$ cat config.mk
export PLATFORM = sky130hd
export DESIGN_NAME = centroid_top
export DESIGN_NICKNAME = d
export VERILOG_FILES = /design/src/eye_pkg.sv /design/src/centroid_top.sv /design/src/result_serializer.sv /design/src/result_fifo.sv /design/src/centroid_accumulate.sv /design/src/pixel_binarize.sv /design/src/camera_input.sv
export SDC_FILE = /design/constraint.sdc
export NUM_CORES = 1
export LEC_CHECK = 0
export ABC_CLOCK_PERIOD_IN_PS = 5500
export BUFFER_PORTS_ARGS = -buffer_cell sky130_fd_sc_hd__buf_2
export CAP_MARGIN = 5
export CELL_PAD_IN_SITES_DETAIL_PLACEMENT = 2
export CELL_PAD_IN_SITES_GLOBAL_PLACEMENT = 2
export CORE_ASPECT_RATIO = 0.7
export CORE_UTILIZATION = 25
export DETAILED_ROUTE_END_ITERATION = 8
export HOLD_SLACK_MARGIN = 0.05
export PLACE_DENSITY_LB_ADDON = 0.25
export SLEW_MARGIN = 40
export SYNTH_ARGS = -nofsm -noshare
export SYNTH_HDL_FRONTEND = slang
export SYNTH_SLANG_ARGS = --single-unit
$ cat constraint.sdc
create_clock -name cclk -period 5.5 [get_ports cclk]
set_clock_uncertainty 0.2 [all_clocks]
set_input_delay 1.1 -clock cclk [delete_from_list [all_inputs] [get_ports cclk]]
set_output_delay 1.1 -clock cclk [all_outputs]
set_load 0.01 [all_outputs]
$ cat src/eye_pkg.sv
// Eye tracker shared definitions
`default_nettype none

package eye_pkg;

    // --------------------
    // Pixel stream
    // --------------------
    localparam int PIXEL_WIDTH = 8;
    typedef logic [PIXEL_WIDTH-1:0] pixel_t;

    localparam int POS_WIDTH = 10;
    typedef logic [POS_WIDTH-1:0] pos_t;

    // Camera data-valid strobe is low when a pixel pair is present
    localparam bit DVAL_ACTIVE_LOW = 1'b1;

    // --------------------
    // Centroid sums
    // --------------------
    localparam int SUM_S_WIDTH  = 20;
    localparam int SUM_SX_WIDTH = 28;
    localparam int SUM_SY_WIDTH = 28;

    typedef logic [SUM_S_WIDTH-1:0]  sum_s_t;
    typedef logic [SUM_SX_WIDTH-1:0] sum_sx_t;
    typedef logic [SUM_SY_WIDTH-1:0] sum_sy_t;

    // One frame result, 76 bits
    typedef struct packed {
        sum_s_t  s;
        sum_sx_t sx;
        sum_sy_t sy;
    } centroid_t;

    // --------------------
    // Queue and byte output
    // --------------------
    localparam int FIFO_DEPTH = 4;
    localparam int TX_CREDITS = 4;

    typedef logic [7:0] byte_t;
    typedef logic [7:0] drop_count_t;

    localparam byte_t RECORD_HEADER = 8'hA5;
    localparam int    RECORD_BYTES  = 12;

endpackage

`default_nettype wire
$ cat src/centroid_top.sv
// Eye tracker centroid path
`default_nettype none

module centroid_top import eye_pkg::*; (
    input  logic        cclk,
    input  logic        rst,
    input  logic        fval,
    input  logic        lval,
    input  logic        dval,
    input  pixel_t      data_l,
    input  pixel_t      data_r,
    input  pixel_t      threshold,
    input  logic        tx_credit,
    output logic        tx_valid,
    output byte_t       tx_data,
    output drop_count_t drop_count
);

    // Camera stage
    logic   pix_valid;
    pixel_t pix_l;
    pixel_t pix_r;
    pos_t   pos_x;
    pos_t   pos_y;
    logic   frame_end;

    // Binarized contributions
    logic        contrib_valid;
    logic [1:0]  contrib_count;
    logic [10:0] contrib_x;
    logic [10:0] contrib_y;
    logic        frame_done;

    // Result queue
    logic      push;
    logic      pop;
    logic      empty;
    logic      full;
    centroid_t result;
    centroid_t head;

    camera_input i_camera_input (
        .cclk      (cclk),
        .rst       (rst),
        .fval      (fval),
        .lval      (lval),
        .dval      (dval),
        .data_l    (data_l),
        .data_r    (data_r),
        .pix_valid (pix_valid),
        .pix_l     (pix_l),
        .pix_r     (pix_r),
        .pos_x     (pos_x),
        .pos_y     (pos_y),
        .frame_end (frame_end)
    );

    pixel_binarize i_pixel_binarize (
        .cclk          (cclk),
        .rst           (rst),
        .threshold     (threshold),
        .pix_valid     (pix_valid),
        .pix_l         (pix_l),
        .pix_r         (pix_r),
        .pos_x         (pos_x),
        .pos_y         (pos_y),
        .frame_end     (frame_end),
        .contrib_valid (contrib_valid),
        .contrib_count (contrib_count),
        .contrib_x     (contrib_x),
        .contrib_y     (contrib_y),
        .frame_done    (frame_done)
    );

    centroid_accumulate i_centroid_accumulate (
        .cclk          (cclk),
        .rst           (rst),
        .contrib_valid (contrib_valid),
        .contrib_count (contrib_count),
        .contrib_x     (contrib_x),
        .contrib_y     (contrib_y),
        .frame_done    (frame_done),
        .full          (full),
        .push          (push),
        .result        (result),
        .drop_count    (drop_count)
    );

    result_fifo i_result_fifo (
        .cclk    (cclk),
        .rst     (rst),
        .push    (push),
        .data_in (result),
        .pop     (pop),
        .head    (head),
        .empty   (empty),
        .full    (full)
    );

    result_serializer i_result_serializer (
        .cclk      (cclk),
        .rst       (rst),
        .empty     (empty),
        .head      (head),
        .tx_credit (tx_credit),
        .pop       (pop),
        .tx_valid  (tx_valid),
        .tx_data   (tx_data)
    );

endmodule

`default_nettype wire

$ cat src/result_serializer.sv
// Result record byte serializer
`default_nettype none

module result_serializer import eye_pkg::*; (
    input  logic      cclk,
    input  logic      rst,
    input  logic      empty,
    input  centroid_t head,
    input  logic      tx_credit,
    output logic      pop,
    output logic      tx_valid,
    output byte_t     tx_data
);

    typedef logic [$clog2(TX_CREDITS+1)-1:0] credit_t;
    typedef logic [$clog2(RECORD_BYTES)-1:0] idx_t;

    logic                      busy;
    idx_t                      byte_idx;
    credit_t                   credits;
    logic [RECORD_BYTES*8-1:0] shreg;

    // Take a new result only when the previous record is out
    assign pop = !busy && !empty;

    // One byte per cycle while a credit is held
    assign tx_valid = busy && (credits != '0);
    assign tx_data  = shreg[RECORD_BYTES*8-1 -: 8];

    // --------------------
    // Record sequencing
    // --------------------
    always_ff @(posedge cclk) begin
        if (rst) begin
            busy     <= 1'b0;
            byte_idx <= '0;
        end else if (pop) begin
            busy     <= 1'b1;
            byte_idx <= '0;
        end else if (tx_valid) begin
            if (byte_idx == idx_t'(RECORD_BYTES - 1)) begin
                busy     <= 1'b0;
                byte_idx <= '0;
            end else begin
                byte_idx <= byte_idx + idx_t'(1);
            end
        end
    end

    // --------------------
    // Credit counter
    // --------------------
    always_ff @(posedge cclk) begin
        if (rst) begin
            credits <= credit_t'(TX_CREDITS);
        end else begin
            case ({tx_valid, tx_credit})
                2'b10: credits <= credits - credit_t'(1);
                2'b01: begin
                    if (credits != credit_t'(TX_CREDITS)) begin
                        credits <= credits + credit_t'(1);
                    end
                end
                default: credits <= credits;
            endcase
        end
    end

    // Header, then S, SX, SY zero-extended, MSB first
    always_ff @(posedge cclk) begin
        if (pop) begin
            shreg <= {RECORD_HEADER, 24'(head.s), 32'(head.sx), 32'(head.sy)};
        end else if (tx_valid) begin
            shreg <= {shreg[RECORD_BYTES*8-9:0], 8'h00};
        end
    end

endmodule

`default_nettype wire

$ cat src/result_fifo.sv
// Frame result queue
`default_nettype none

module result_fifo import eye_pkg::*; (
    input  logic      cclk,
    input  logic      rst,
    input  logic      push,
    input  centroid_t data_in,
    input  logic      pop,
    output centroid_t head,
    output logic      empty,
    output logic      full
);

    typedef logic [$clog2(FIFO_DEPTH)-1:0]   ptr_t;
    typedef logic [$clog2(FIFO_DEPTH+1)-1:0] cnt_t;

    centroid_t mem [FIFO_DEPTH];
    ptr_t      wr_ptr;
    ptr_t      rd_ptr;
    cnt_t      count;
    logic      do_push;
    logic      do_pop;

    function automatic ptr_t next_ptr(input ptr_t p);
        return (p == ptr_t'(FIFO_DEPTH - 1)) ? '0 : p + ptr_t'(1);
    endfunction

    assign full    = count == cnt_t'(FIFO_DEPTH);
    assign empty   = count == '0;
    assign do_push = push && !full;
    assign do_pop  = pop && !empty;

    // Oldest entry always visible
    assign head = mem[rd_ptr];

    always_ff @(posedge cclk) begin
        if (rst) begin
            wr_ptr <= '0;
            rd_ptr <= '0;
            count  <= '0;
        end else begin
            if (do_push) begin
                wr_ptr <= next_ptr(wr_ptr);
            end
            if (do_pop) begin
                rd_ptr <= next_ptr(rd_ptr);
            end
            case ({do_push, do_pop})
                2'b10:   count <= count + cnt_t'(1);
                2'b01:   count <= count - cnt_t'(1);
                default: count <= count;
            endcase
        end
    end

    always_ff @(posedge cclk) begin
        if (do_push) begin
            mem[wr_ptr] <= data_in;
        end
    end

endmodule

`default_nettype wire

$ cat src/centroid_accumulate.sv
// Per-frame centroid sums
`default_nettype none

module centroid_accumulate import eye_pkg::*; (
    input  logic        cclk,
    input  logic        rst,
    input  logic        contrib_valid,
    input  logic [1:0]  contrib_count,
    input  logic [10:0] contrib_x,
    input  logic [10:0] contrib_y,
    input  logic        frame_done,
    input  logic        full,
    output logic        push,
    output centroid_t   result,
    output drop_count_t drop_count
);

    sum_s_t  acc_s;
    sum_sx_t acc_sx;
    sum_sy_t acc_sy;

    // --------------------
    // Accumulators and push
    // --------------------
    always_ff @(posedge cclk) begin
        if (rst) begin
            acc_s      <= '0;
            acc_sx     <= '0;
            acc_sy     <= '0;
            push       <= 1'b0;
            drop_count <= '0;
        end else begin
            push <= 1'b0;
            if (frame_done) begin
                // Start the next frame from zero
                acc_s  <= '0;
                acc_sx <= '0;
                acc_sy <= '0;
                if (full) begin
                    // Result is lost, count it
                    if (drop_count != '1) begin
                        drop_count <= drop_count + drop_count_t'(1);
                    end
                end else begin
                    push <= 1'b1;
                end
            end else if (contrib_valid) begin
                acc_s  <= acc_s + sum_s_t'(contrib_count);
                acc_sx <= acc_sx + sum_sx_t'(contrib_x);
                acc_sy <= acc_sy + sum_sy_t'(contrib_y);
            end
        end
    end

    // --------------------
    // Result capture
    // --------------------
    always_ff @(posedge cclk) begin
        if (frame_done) begin
            result.s  <= acc_s;
            result.sx <= acc_sx;
            result.sy <= acc_sy;
        end
    end

endmodule

`default_nettype wire

$ cat src/pixel_binarize.sv
// Pixel pair thresholding
`default_nettype none

module pixel_binarize import eye_pkg::*; (
    input  logic        cclk,
    input  logic        rst,
    input  pixel_t      threshold,
    input  logic        pix_valid,
    input  pixel_t      pix_l,
    input  pixel_t      pix_r,
    input  pos_t        pos_x,
    input  pos_t        pos_y,
    input  logic        frame_end,
    output logic        contrib_valid,
    output logic [1:0]  contrib_count,
    output logic [10:0] contrib_x,
    output logic [10:0] contrib_y,
    output logic        frame_done
);

    pixel_t      thr_q;
    logic        in_frame;
    logic        hit_l;
    logic        hit_r;
    logic [10:0] x_l;
    logic [10:0] x_r;

    // Set pixel when strictly above threshold
    assign hit_l = pix_l > thr_q;
    assign hit_r = pix_r > thr_q;

    // Left pixel at x, right pixel at x+1
    assign x_l = hit_l ? {1'b0, pos_x} : '0;
    assign x_r = hit_r ? {1'b0, pos_x} + 11'd1 : '0;

    always_ff @(posedge cclk) begin
        if (rst) begin
            thr_q         <= '0;
            in_frame      <= 1'b0;
            contrib_valid <= 1'b0;
            frame_done    <= 1'b0;
        end else begin
            contrib_valid <= pix_valid;
            frame_done    <= frame_end;
            if (frame_end) begin
                in_frame <= 1'b0;
            end else if (pix_valid) begin
                in_frame <= 1'b1;
            end
            // Threshold only follows the input between frames
            if (!in_frame && !pix_valid) begin
                thr_q <= threshold;
            end
        end
    end

    always_ff @(posedge cclk) begin
        contrib_count <= {1'b0, hit_l} + {1'b0, hit_r};
        contrib_x     <= x_l + x_r;
        // y times number of set pixels
        if (hit_l && hit_r) begin
            contrib_y <= {pos_y, 1'b0};
        end else if (hit_l || hit_r) begin
            contrib_y <= {1'b0, pos_y};
        end else begin
            contrib_y <= '0;
        end
    end

endmodule

`default_nettype wire

$ cat src/camera_input.sv
// Camera sync cleanup and position counting
`default_nettype none

module camera_input import eye_pkg::*; (
    input  logic   cclk,
    input  logic   rst,
    input  logic   fval,
    input  logic   lval,
    input  logic   dval,
    input  pixel_t data_l,
    input  pixel_t data_r,
    output logic   pix_valid,
    output pixel_t pix_l,
    output pixel_t pix_r,
    output pos_t   pos_x,
    output pos_t   pos_y,
    output logic   frame_end
);

    logic fval_q;
    logic lval_q;
    logic dval_act;
    logic pair_valid;
    logic line_start;
    logic line_end;
    logic frame_start;
    pos_t x_cnt;
    pos_t y_cnt;
    pos_t x_cur;
    pos_t y_cur;

    // Fixed strobe polarity
    assign dval_act   = DVAL_ACTIVE_LOW ? ~dval : dval;
    assign pair_valid = fval & lval & dval_act;

    // Edges against the previous sample
    assign line_start  = lval & ~lval_q;
    assign line_end    = ~lval & lval_q;
    assign frame_start = fval & ~fval_q;

    // First pair of a line sits at x = 0, first line of a frame at y = 0
    assign x_cur = line_start ? '0 : x_cnt;
    assign y_cur = frame_start ? '0 : y_cnt;

    always_ff @(posedge cclk) begin
        if (rst) begin
            fval_q    <= 1'b0;
            lval_q    <= 1'b0;
            pix_valid <= 1'b0;
            frame_end <= 1'b0;
            x_cnt     <= '0;
            y_cnt     <= '0;
        end else begin
            fval_q    <= fval;
            lval_q    <= lval;
            pix_valid <= pair_valid;
            frame_end <= fval_q & ~fval;
            // Two pixels per clock
            if (pair_valid) begin
                x_cnt <= x_cur + pos_t'(2);
            end else begin
                x_cnt <= x_cur;
            end
            if (frame_start) begin
                y_cnt <= '0;
            end else if (line_end) begin
                y_cnt <= y_cnt + pos_t'(1);
            end
        end
    end

    always_ff @(posedge cclk) begin
        pix_l <= data_l;
        pix_r <= data_r;
        pos_x <= x_cur;
        pos_y <= y_cur;
    end

endmodule

`default_nettype wire

==> flow_summary.json, run 1 <==
{
  "cts_sinks": 673,
  "die_area_um2": 106000,
  "fin_crit_sh_pct": 69.9,
  "core_um2": 104000,
  "yosysTopAreaCellShare_pct": 52.1,
  "leakagePower_nw": 10.2,
  "wire_per_inst_um": 19.5,
  "tns_ps": 0,
  "cts_hold_buf": 0,
  "synthTopCellsByArea": "edfxtp_1, dfxtp_1, mux4_2",
  "synth_commonest_cells": "edfxtp_1, dfxtp_1, nor2_1",
  "rr_endpoint": "i_pixel_binarize.contrib_x[10]$_DFF_P_",
  "pwr-share-seq_pct": 47.5,
  "synthFlopType": "edfxtp_1",
  "grt_pass1_wl_mm": 100,
  "initial_core_util_pct": 25.2,
  "timing.final.ws_setup_ps": 1660,
  "crit_required_ps": 4200,
  "rsz0062_at_grt": "no",
  "max-slew-margin-rel_pct": 48.2,
  "clkPwrFrac_pct": 36.3,
  "synth_area_per_cell_um2": 15.1,
  "dp_hpwl_mm": 41.4,
  "drt_wl_total_mm": 63.9,
  "synth-seq-area-share_pct": 68.6,
  "grt_pass1_vias": 16122,
  "power_switching_w": 0.00374,
  "die_w_um": 390,
  "drc": 0,
  "dr.pass1.iters": 4,
  "finalSetupViolCount": 0,
  "end_kind": "output pin",
  "hold_viol": 0,
  "viasPerCell": 4.44,
  "tightest_slew_ps": 777,
  "post_cts_resized": 0,
  "num-nets-final": 1901,
  "ys_ff_latch": 673,
  "yosysMostFrequentCell": "edfxtp_1",
  "crit_type": "flip-flop to output pin",
  "start_kind": "flip-flop",
  "postRouteAntennaNets": 0,
  "p_int_w": 0.00966,
  "crit_arrival_ps": 2540,
  "preCtsSetupSlack_ps": 1350,
  "insertion_delay_ps": 660,
  "netSwitchingFraction_pct": 27.9,
  "cts.clk_slew.worst_paths_ps": 70,
  "worst_hold_slack_ps": 218,
  "clockBufferDepth": 3,
  "timing.fmax_ghz": 0.260,
  "reg2reg_depth": 15,
  "cts_tree": "yes",
  "port_buffers": 46,
  "worstReg2RegStart": "i_pixel_binarize.thr_q[1]$_SDFFE_PP0P_",
  "gp_congestion": 0.732,
  "drive_above_1_share_pct": 15.2,
  "hold_start": "i_camera_input.frame_end$_SDFF_PP0_",
  "hold_class": "flip-flop to flip-flop",
  "synth_edf_count": 456,
  "cts_max_level": 3,
  "syn-cell-area_um2": 26300,
  "status": "complete, no violations",
  "cp_max_fo": 34,
  "cts-root-buf": "clkbuf_16",
  "post_cts_buffers": 0,
  "mappedNetlistNets": 1841,
  "synth_cell_types": 73,
  "combPwrFrac_pct": 16.1,
  "yosys.area.top_type": "edfxtp_1",
  "holdPathStages": 1,
  "power.density_nw_per_um2": 440,
  "grt_max_degree": 58,
  "drv_cap": 0,
  "globalRouteTotalUtil_pct": 12.3,
  "route.vias.total": 14542,
  "die_y_um": 273,
  "finalMaxSlewViolations": 0,
  "num_rows": 99,
  "synthCells": 1742,
  "holdPathEnd": "i_pixel_binarize.in_frame$_SDFFE_PP0P_",
  "drtIter0Drc": 740,
  "reg2reg_slack_ps": 1730,
  "ios": 47,
  "area_delta_synth_final_pct": 16.0,
  "yosys_warnings": 0,
  "max-vdd-ir-drop_uv": 367,
  "fin_crit_ps": 3840,
  "antenna_found_initial": 1,
  "final_core_util_pct": 29.3,
  "synth-async-reset-ratio_pct": 0,
  "gr-total-overflow": 0,
  "cts_inserted_buffers": 70
}
==> final cells by class <==
type / instances / area [um^2]
clock inverter: 46 / 512
timing repair buffer: 69 / 415
fill: 10771 / 73700
multi-input combinational: 942 / 7750
inverter: 46 / 176
clock buffer: 84 / 1810
tap: 1414 / 1770
sequential: 673 / 18000
antenna: 1 / 2.50
==> metal layers <==
| layer | vias up | part of all wire [%] | GRT usage (%) |
|---|---|---|---|
| li1 | 6746 | - | - |
| met1 | 7562 | 51 | 17.5 |
| met2 | 153 | 44 | 18.9 |
| met3 | 81 | 3.2 | 2.55 |
| met4 | 0 | 1.7 | 3.43 |
| met5 | - | 0 | 0 |
==> placed cells by master, fill, tap and decap left out, types with 20 or more instances in the layout <==
| cell | netlist | layout |
|---|---|---|
| mux4_2 | 76 | 76 |
| a21oi_1 | 68 | 67 |
| nand2_1 | 62 | 62 |
| a22o_1 | 91 | 91 |
| nor3_1 | 22 | 22 |
| clkbuf_16 | 0 | 70 |
| mux2i_1 | 20 | 20 |
| buf_4 | 9 | 22 |
| inv_1 | 41 | 40 |
| nand3_1 | 36 | 36 |
| xnor2_1 | 47 | 47 |
| o21ai_0 | 32 | 32 |
| and2_1 | 42 | 42 |
| buf_2 | 16 | 46 |
| nor2_1 | 125 | 124 |
| nand4_1 | 24 | 24 |
| xor2_1 | 40 | 40 |
| edfxtp_1 | 456 | 456 |
| dfxtp_1 | 217 | 213 |
| ha_1 | 63 | 63 |
==> state kept, by name, summed over array words and instances, names as in the netlist, 2 cells and up, named ones only <==
register,count
i_result_fifo.mem,304
i_pixel_binarize.thr_q,8
i_result_fifo.count,3
i_camera_input.pos_x,10
i_pixel_binarize.contrib_x,11
i_result_serializer.credits,3
i_result_fifo.wr_ptr,2
i_centroid_accumulate.acc_sx,28
i_result_serializer.shreg,96
i_centroid_accumulate.result,76
i_result_serializer.byte_idx,4
i_camera_input.pix_l,8
i_pixel_binarize.contrib_y,11
i_centroid_accumulate.acc_sy,28
i_camera_input.y_cnt,10
i_centroid_accumulate.drop_count,8
i_camera_input.pix_r,8
i_camera_input.x_cnt,10
i_result_fifo.rd_ptr,2
i_pixel_binarize.contrib_count,2
i_centroid_accumulate.acc_s,20
i_camera_input.pos_y,10
==> through the flow <==
stage | total power, W | area [um^2] | cells
2_1_floorplan | 0.00792 | 26300 | 1742
3_3_place_gp | 0.00861 | 28100 | 3144
3_5_place_dp | 0.00871 | 28200 | 3144
4_1_cts | 0.0137 | 30500 | 3274
5_1_grt | 0.0140 | 30500 | 3275
6_report | 0.0134 | 30500 | 3275
==> critical path, stage by stage (launching register included) <==
cell,delay [ps]
dfxtp_1,370
or2_1,300
o21ai_2,350
clkinv_2,520
buf_2,310
==> kinds of logic (layout without fill, tap and decap cells) <==
kind of cell    after synthesis  in the layout  share of synthesized area [%]
xor+xnor                     87             87                           2.90
mux                          97             97                           7.32
compound gates              276            276                           7.63
other cells                   0              1                              0
fa+ha+maj                    69             69                           3.46
flops                       673            673                           68.6
simple gates                413            413                           8.02
buf+inv                     127            245                           2.07
==> how the worst max path moves through the flow <==
stage	startpoint	to	slack, ps	cells after the start
floorplan	i_pixel_binarize.frame_done$_SDFF_PP0_	i_centroid_accumulate.drop_count[5]$_SDFFE_PP0P_	1950	4
detailed placement	i_pixel_binarize.thr_q[1]$_SDFFE_PP0P_	i_pixel_binarize.contrib_x[10]$_DFF_P_	1350	15
global route	i_pixel_binarize.thr_q[1]$_SDFFE_PP0P_	i_pixel_binarize.contrib_x[10]$_DFF_P_	1410	15
finish	i_result_serializer.credits[0]$_SDFFE_PP0P_	tx_valid	1660	4
CTS	i_pixel_binarize.thr_q[1]$_SDFFE_PP0P_	i_pixel_binarize.contrib_x[10]$_DFF_P_	1270	15
global placement	i_pixel_binarize.thr_q[1]$_SDFFE_PP0P_	i_pixel_binarize.contrib_x[10]$_DFF_P_	1360	15
==> power by group through the flow <==
stage / sequential, W / combinational [W] / clock [W]
after floorplan: 0.00629 / 0.00163 / 0
after global placement: 0.00648 / 0.00213 / 0
after detailed placement: 0.00650 / 0.00221 / 0
after CTS: 0.00639 / 0.00222 / 0.00505
after global routing: 0.00642 / 0.00238 / 0.00524
final: 0.00637 / 0.00216 / 0.00487
Power figures use the tool's default switching activity.
==> run 2: changes to the inputs <==
--- a/config.mk
+++ b/config.mk
@@ -5,7 +5,7 @@
 export SDC_FILE = /design/constraint.sdc
 export NUM_CORES = 1
 export LEC_CHECK = 0
-export ABC_CLOCK_PERIOD_IN_PS = 5500
+export ABC_CLOCK_PERIOD_IN_PS = 3950
 export BUFFER_PORTS_ARGS = -buffer_cell sky130_fd_sc_hd__buf_2
 export CAP_MARGIN = 5
 export CELL_PAD_IN_SITES_DETAIL_PLACEMENT = 2
==> constraint.sdc (replaced) <==
create_clock -name cclk -period 3.95 [get_ports cclk]
set_clock_uncertainty 0.2 [all_clocks]
set_input_delay 0.79 -clock cclk [delete_from_list [all_inputs] [get_ports cclk]]
set_output_delay 0.79 -clock cclk [all_outputs]
set_load 0.01 [all_outputs]
==> run 2 against run 1 <==
Net effect:
- clock-buffer cell count increased by 10
- highest routed layer unchanged
- sequential share of layout area decreased by 0.98 points
- clock power increased by 45%
- register-to-register slack got worse by 1400 ps
- sequential power increased by 39%
- wire length increased by 3.8%
- largest cell class unchanged
- first-iteration DRC count decreased by 5.3%
- setup slack got worse by 1300 ps
- combinational power increased by 51%
- via count increased by 1.3%
==> flow_summary.json, run 2 (same netlist as run 1, synthesis figures left out) <==
{
  "status": "complete, no violations",
  "power.density_nw_per_um2": 619,
  "drv_cap": 0,
  "reg_top3": "i_result_fifo.mem: 304 flops, i_result_serializer.shreg: 96 flops, i_centroid_accumulate.result: 76 flops",
  "final_core_util_pct": 29.8,
  "drc": 0,
  "hold_viol": 0,
  "num_antenna_cells": 0,
  "max-vdd-ir-drop_uv": 566,
  "reg2reg_depth": 16,
  "largest_reg_flops": 304,
  "grt_max_degree": 90,
  "fin_crit_sh_pct": 91.6,
  "ios": 47,
  "cts_sinks": 673,
  "worst_hold_slack_ps": 154,
  "leakagePower_nw": 10.4,
  "layout_common_cells": "edfxtp_1, dfxtp_1, nor2_1",
  "postRouteAntennaNets": 0,
  "cp-startpoint": "i_pixel_binarize.thr_q[1]$_SDFFE_PP0P_",
  "cp_max_fo": 12,
  "end_kind": "flip-flop",
  "route.vias.total": 14727,
  "regMostFlops": "i_result_fifo.mem",
  "rr_endpoint": "i_pixel_binarize.contrib_x[10]$_DFF_P_",
  "critical_path_buf_inv_count": 2,
  "drt_wl_total_mm": 66.4,
  "cts_max_level": 3,
  "num_rows": 99,
  "dp_hpwl_mm": 42.2,
  "gp_congestion": 0.718,
  "tightest_slew_ps": 790,
  "die_area_um2": 106000,
  "drive_above_1_share_pct": 15.8,
  "cts-root-buf": "clkbuf_16",
  "start_kind": "flip-flop",
  "critPathSlowestCell": "fa_1",
  "grt_pass1_wl_mm": 102,
  "antenna_found_initial": 5,
  "crit_type": "flip-flop to flip-flop",
  "timing.fmax_ghz": 0.276,
  "finalSetupViolCount": 0,
  "viasPerCell": 4.46,
  "core_um2": 104000,
  "die_y_um": 273,
  "wire_per_inst_um": 20.1,
  "num-nets-final": 1928,
  "rsz0062_at_grt": "no",
  "crit_family": "compound AO/OA/AOI/OAI gates",
  "drtIter0Drc": 701,
  "reg2reg_slack_ps": 330,
  "gr-total-overflow": 0,
  "cts_inserted_buffers": 73,
  "path_depth": 16,
  "p_int_w": 0.0138,
  "clockBufferDepth": 3,
  "area_delta_synth_final_pct": 17.9,
  "insertion_delay_ps": 650,
  "initial_core_util_pct": 25.2,
  "clkPwrFrac_pct": 36.8,
  "final_common_cell": "edfxtp_1",
  "hold_class": "input pin to flip-flop",
  "netSwitchingFraction_pct": 28.2,
  "dp_cells": 3152,
  "tns_ps": 0,
  "post_cts_buffers": 0,
  "worstReg2RegStart": "i_pixel_binarize.thr_q[1]$_SDFFE_PP0P_",
  "power_switching_w": 0.00541,
  "fillerInstances": 10753,
  "die_w_um": 390,
  "globalRouteTotalUtil_pct": 12.6,
  "crit_arrival_ps": 3950,
  "fin_crit_ps": 3620,
  "max-slew-margin-rel_pct": 47.1,
  "instances_no_fill": 3304,
  "cpPeakStageDelay_ps": 420,
  "cp-endpoint": "i_pixel_binarize.contrib_x[10]$_DFF_P_",
  "path_cells": "inv_1 -> ha_1 -> nor2b_1 -> o21a_1 -> o21a_1 -> o21bai_1 -> a21oi_1 -> buf_4 -> and2_1 -> ha_1 -> fa_1 -> a21o_1 -> nand3_1 -> a2111oi_2 -> o41ai_1 -> xnor2_1",
  "cts_tree": "yes",
  "finalMaxSlewViolations": 0,
  "pwr-share-seq_pct": 46.2,
  "dr.pass1.iters": 4,
  "port_buffers": 46,
  "cts.clk_slew.worst_paths_ps": 60,
  "fin_total_pwr_w": 0.0192,
  "grt_pass1_vias": 16204,
  "crit_required_ps": 4280,
  "combPwrFrac_pct": 17.0
}
## run 2: cell types whose count changed in the layout (fill, tap and decap cells not counted), sizes merged
cell,before,now
clkinvlp,3,6
buf,69,77
dlygate4sd3,0,16
inv,48,47
clkinv,34,30
diode,1,0
bufinv,7,5
clkbuf,84,94
## run 2: how the worst min path moves through the flow
stage | cells past startpoint | slack, ps | start | endpoint
CTS | 2 | 110 | fval | i_camera_input.frame_end$_SDFF_PP0_
global route | 2 | 140 | fval | i_camera_input.frame_end$_SDFF_PP0_
finish | 2 | 150 | fval | i_camera_input.frame_end$_SDFF_PP0_
detailed placement | 0 | 240 | i_centroid_accumulate.acc_sx[27]$_SDFFE_PP0P_ | i_centroid_accumulate.result[55]$_DFFE_PP_
global placement | 1 | 240 | i_result_serializer.shreg[93]$_SDFFE_PP1P_ | i_result_serializer.shreg[93]$_SDFFE_PP1P_
floorplan | 1 | 190 | i_camera_input.frame_end$_SDFF_PP0_ | i_pixel_binarize.in_frame$_SDFFE_PP0P_
## run 2: layout make-up
type                    instances  area, um^2  share of cell area [%]
clock buffers                  94        2040                    6.58
clock inverters                42         442                    1.42
inverters                      46         175                   0.565
multi-input cells             942        7750                    25.0
flip-flops and latches        673       18000                    58.2
well taps                    1414        1770                    5.71
repair buffers                 93         777                    2.51
## run 2: per-layer routing
layer,GRT usage (%),up-vias,part of all wire [%]
li1,-,6805,-
met1,18.2,7656,50
met2,19.2,174,44
met3,2.34,92,3.7
met4,3.43,0,2.0
met5,0,-,0
## run 2: repair_timing
| item | CTS | global route |
|---|---|---|
| hold buffers | 16 | 0 |
| resized for setup | 0 | 2 |
| setup endpoints to repair | 0 | 2 |
| hold endpoints to repair | 16 | 0 |
## run 2: power groups by stage
stage | logic, W | registers, W | clock network, W
after floorplan | 0.00227 | 0.00876 | 0
after global placement | 0.00328 | 0.00899 | 0
after detailed placement | 0.00335 | 0.00902 | 0
after CTS | 0.00336 | 0.00888 | 0.00732
after global routing | 0.00358 | 0.00893 | 0.00756
final | 0.00327 | 0.00885 | 0.00706
## run 2: metrics by stage
stage                     area [um^2]  worst slack, ps
after detailed placement        28300             79.3
after global routing            31000             45.6
after CTS                       31000             72.0
after floorplan                 26300              398
final                           31000              333
after global placement          28300              221
==> run 3: changes to the inputs <==
--- a/config.mk
+++ b/config.mk
@@ -15,6 +15,7 @@
 export DETAILED_ROUTE_END_ITERATION = 8
 export HOLD_SLACK_MARGIN = 0.05
 export PLACE_DENSITY_LB_ADDON = 0.25
+export REMOVE_ABC_BUFFERS = 1
 export SLEW_MARGIN = 40
 export SYNTH_ARGS = -nofsm -noshare
 export SYNTH_HDL_FRONTEND = slang
==> run 3 against run 2 <==
Net effect:
- first-iteration DRC count down 5.8%
- power down 2.5%
- setup slack worse by 18 ps
- worst hold slack better by 32 ps
- design area down 0.78%
- clock power down 5.2%
- sequential share of layout area up 0.46 points
- largest cell class unchanged
==> flow_summary.json, run 3 (same netlist as run 1, synthesis figures left out) <==
{
  "status": "complete, no violations",
  "tightest_slew_ps": 798,
  "timing.fmax_ghz": 0.275,
  "dp_hpwl_mm": 40.6,
  "drtIter0Drc": 660,
  "area_delta_synth_final_pct": 17.0,
  "grt_pass1_vias": 16216,
  "die_area_um2": 106000,
  "die_w_um": 390,
  "max-slew-margin-rel_pct": 46.8,
  "crit_arrival_ps": 3980,
  "num_rows": 99,
  "postRouteAntennaNets": 0,
  "antenna_found_initial": 4,
  "multiInputGateArea_um2": 7760,
  "core_um2": 104000,
  "gp_congestion": 0.720,
  "postLayoutCellArea_um2": 30800,
  "drv_cap": 0,
  "drive_above_1_share_pct": 15.5,
  "largest_reg_flops": 304,
  "fin_crit_sh_pct": 92.0,
  "fillerInstances": 10783,
  "end_kind": "flip-flop",
  "path_cells": "inv_1 -> ha_1 -> nor2b_1 -> o21a_1 -> o21a_1 -> o21bai_1 -> a21oi_4 -> and2_1 -> ha_1 -> a21oi_1 -> o211ai_1 -> o41ai_2 -> o21bai_1 -> a21oi_1 -> xnor2_1",
  "cts-root-buf": "clkbuf_16",
  "initial_core_util_pct": 25.2,
  "ios": 47,
  "critPathSlowestCell": "o41ai_2",
  "seqCellArea_um2": 18000,
  "drc": 0,
  "cpPeakStageDelay_ps": 390,
  "dr.pass1.iters": 4,
  "gr-total-overflow": 0,
  "cts_sinks": 673,
  "hold_class": "input pin to flip-flop",
  "globalRouteTotalUtil_pct": 12.4,
  "clockBufferDepth": 3,
  "grt_pass1_wl_mm": 101,
  "leakagePower_nw": 10.3,
  "cts_max_level": 3,
  "rsz0062_at_grt": "no",
  "crit_required_ps": 4300,
  "cp_max_fo": 12,
  "port_buffers": 46,
  "crit_type": "flip-flop to flip-flop",
  "hold_viol": 0,
  "die_y_um": 273,
  "wire_per_inst_um": 19.7,
  "finalSetupViolCount": 0,
  "tns_ps": 0,
  "postPlaceCellArea_um2": 28300,
  "regMostFlops": "i_result_fifo.mem",
  "power.density_nw_per_um2": 608,
  "viasPerCell": 4.47,
  "num_antenna_cells": 0,
  "insertion_delay_ps": 630,
  "num-nets-final": 1924,
  "worst_hold_slack_ps": 187,
  "reg_top3": "i_result_fifo.mem: 304 flops, i_result_serializer.shreg: 96 flops, i_centroid_accumulate.result: 76 flops",
  "cts_tree": "yes",
  "layout_common_cells": "edfxtp_1, dfxtp_1, nor2_1",
  "cts_inserted_buffers": 70,
  "cts.clk_slew.worst_paths_ps": 60,
  "max-vdd-ir-drop_uv": 533,
  "start_kind": "flip-flop",
  "final_common_cell": "edfxtp_1",
  "finalMaxSlewViolations": 0,
  "grt_max_degree": 77,
  "fin_total_pwr_w": 0.0187,
  "drt_wl_total_mm": 64.9,
  "route.vias.total": 14718,
  "fin_crit_ps": 3640
}
[run 3: changes by cell type in the layout (fill, tap and decap cells not counted), moves of 2 or more]
cell | previous run | this run
buf_12 | 12 | 7
buf_4 | 18 | 22
clkinvlp_4 | 6 | 3
inv_16 | 3 | 0
clkbuf_8 | 7 | 5
clkinvlp_2 | 0 | 2
[run 3: path summary, 6_finish.rpt]
| kind | startpoint | slack (ps) | endpoint | depth (start not counted) |
|---|---|---|---|---|
| worst max-delay path | i_pixel_binarize.thr_q[1]$_SDFFE_PP0P_ | 310 | i_pixel_binarize.contrib_x[9]$_DFF_P_ | 15 |
| worst min-delay path | fval | 190 | i_camera_input.frame_end$_SDFF_PP0_ | 2 |
| worst max register to register | i_pixel_binarize.thr_q[1]$_SDFFE_PP0P_ | 310 | i_pixel_binarize.contrib_x[9]$_DFF_P_ | 15 |
| worst min register to register | i_result_serializer.shreg[95]$_SDFFE_PP1P_ | 260 | i_result_serializer.shreg[95]$_SDFFE_PP1P_ | 1 |
[run 3: final cells by class]
class / instances / share of cell area (%)
Sequential cell: 673 / 58.7
Multi-Input combinational cell: 942 / 25.2
Clock buffer: 92 / 6.47
Tap cell: 1414 / 5.75
Timing Repair Buffer: 92 / 2.30
Clock inverter: 35 / 0.993
Inverter: 46 / 0.569
[run 3: metrics by stage]
| step | utilization [%] | cells | setup WS (ps) |
|---|---|---|---|
| 2_1_floorplan | - | 1661 | -563 |
| 3_3_place_gp | 27.1 | 3151 | -79.5 |
| 3_5_place_dp | 27.1 | 3151 | -249 |
| 4_1_cts | 29.5 | 3294 | 35.9 |
| 5_1_grt | 29.5 | 3294 | 5.23 |
| 6_report | 29.5 | 3294 | 314 |
[run 3: power by group]
group          switching (W)  internal [W]
registers           0.000333       0.00845
logic                0.00200       0.00121
clock network        0.00286       0.00383
total                0.00519        0.0135
[run 3: metal layers]
metal  wire (um)  vias to the layer above  GRT usage (%)
li1            -                     6772              -
met1       32600                     7698           17.5
met2       29200                      168           19.6
met3        2010                       80           2.28
met4        1100                        0           3.27
met5           0                        -              0
[run 3: worst max-delay path, delay by kind of cell (launching register included)]
family / cells / cell delay, ps
AND/OR/NAND/NOR: 2 / 360
buffers and inverters: 1 / 70
adder cells (fa/ha/maj): 2 / 570
AO/OA/AOI/OAI: 9 / 1880
flip-flops: 1 / 340
XOR/XNOR: 1 / 140
[run 3: what timing repair did]
item	in CTS	in global routing
hold buffers	16	0
endpoints found under the hold margin	16	0
setup endpoints to repair	3	4
resized for setup	2	3
setup buffers	0	0
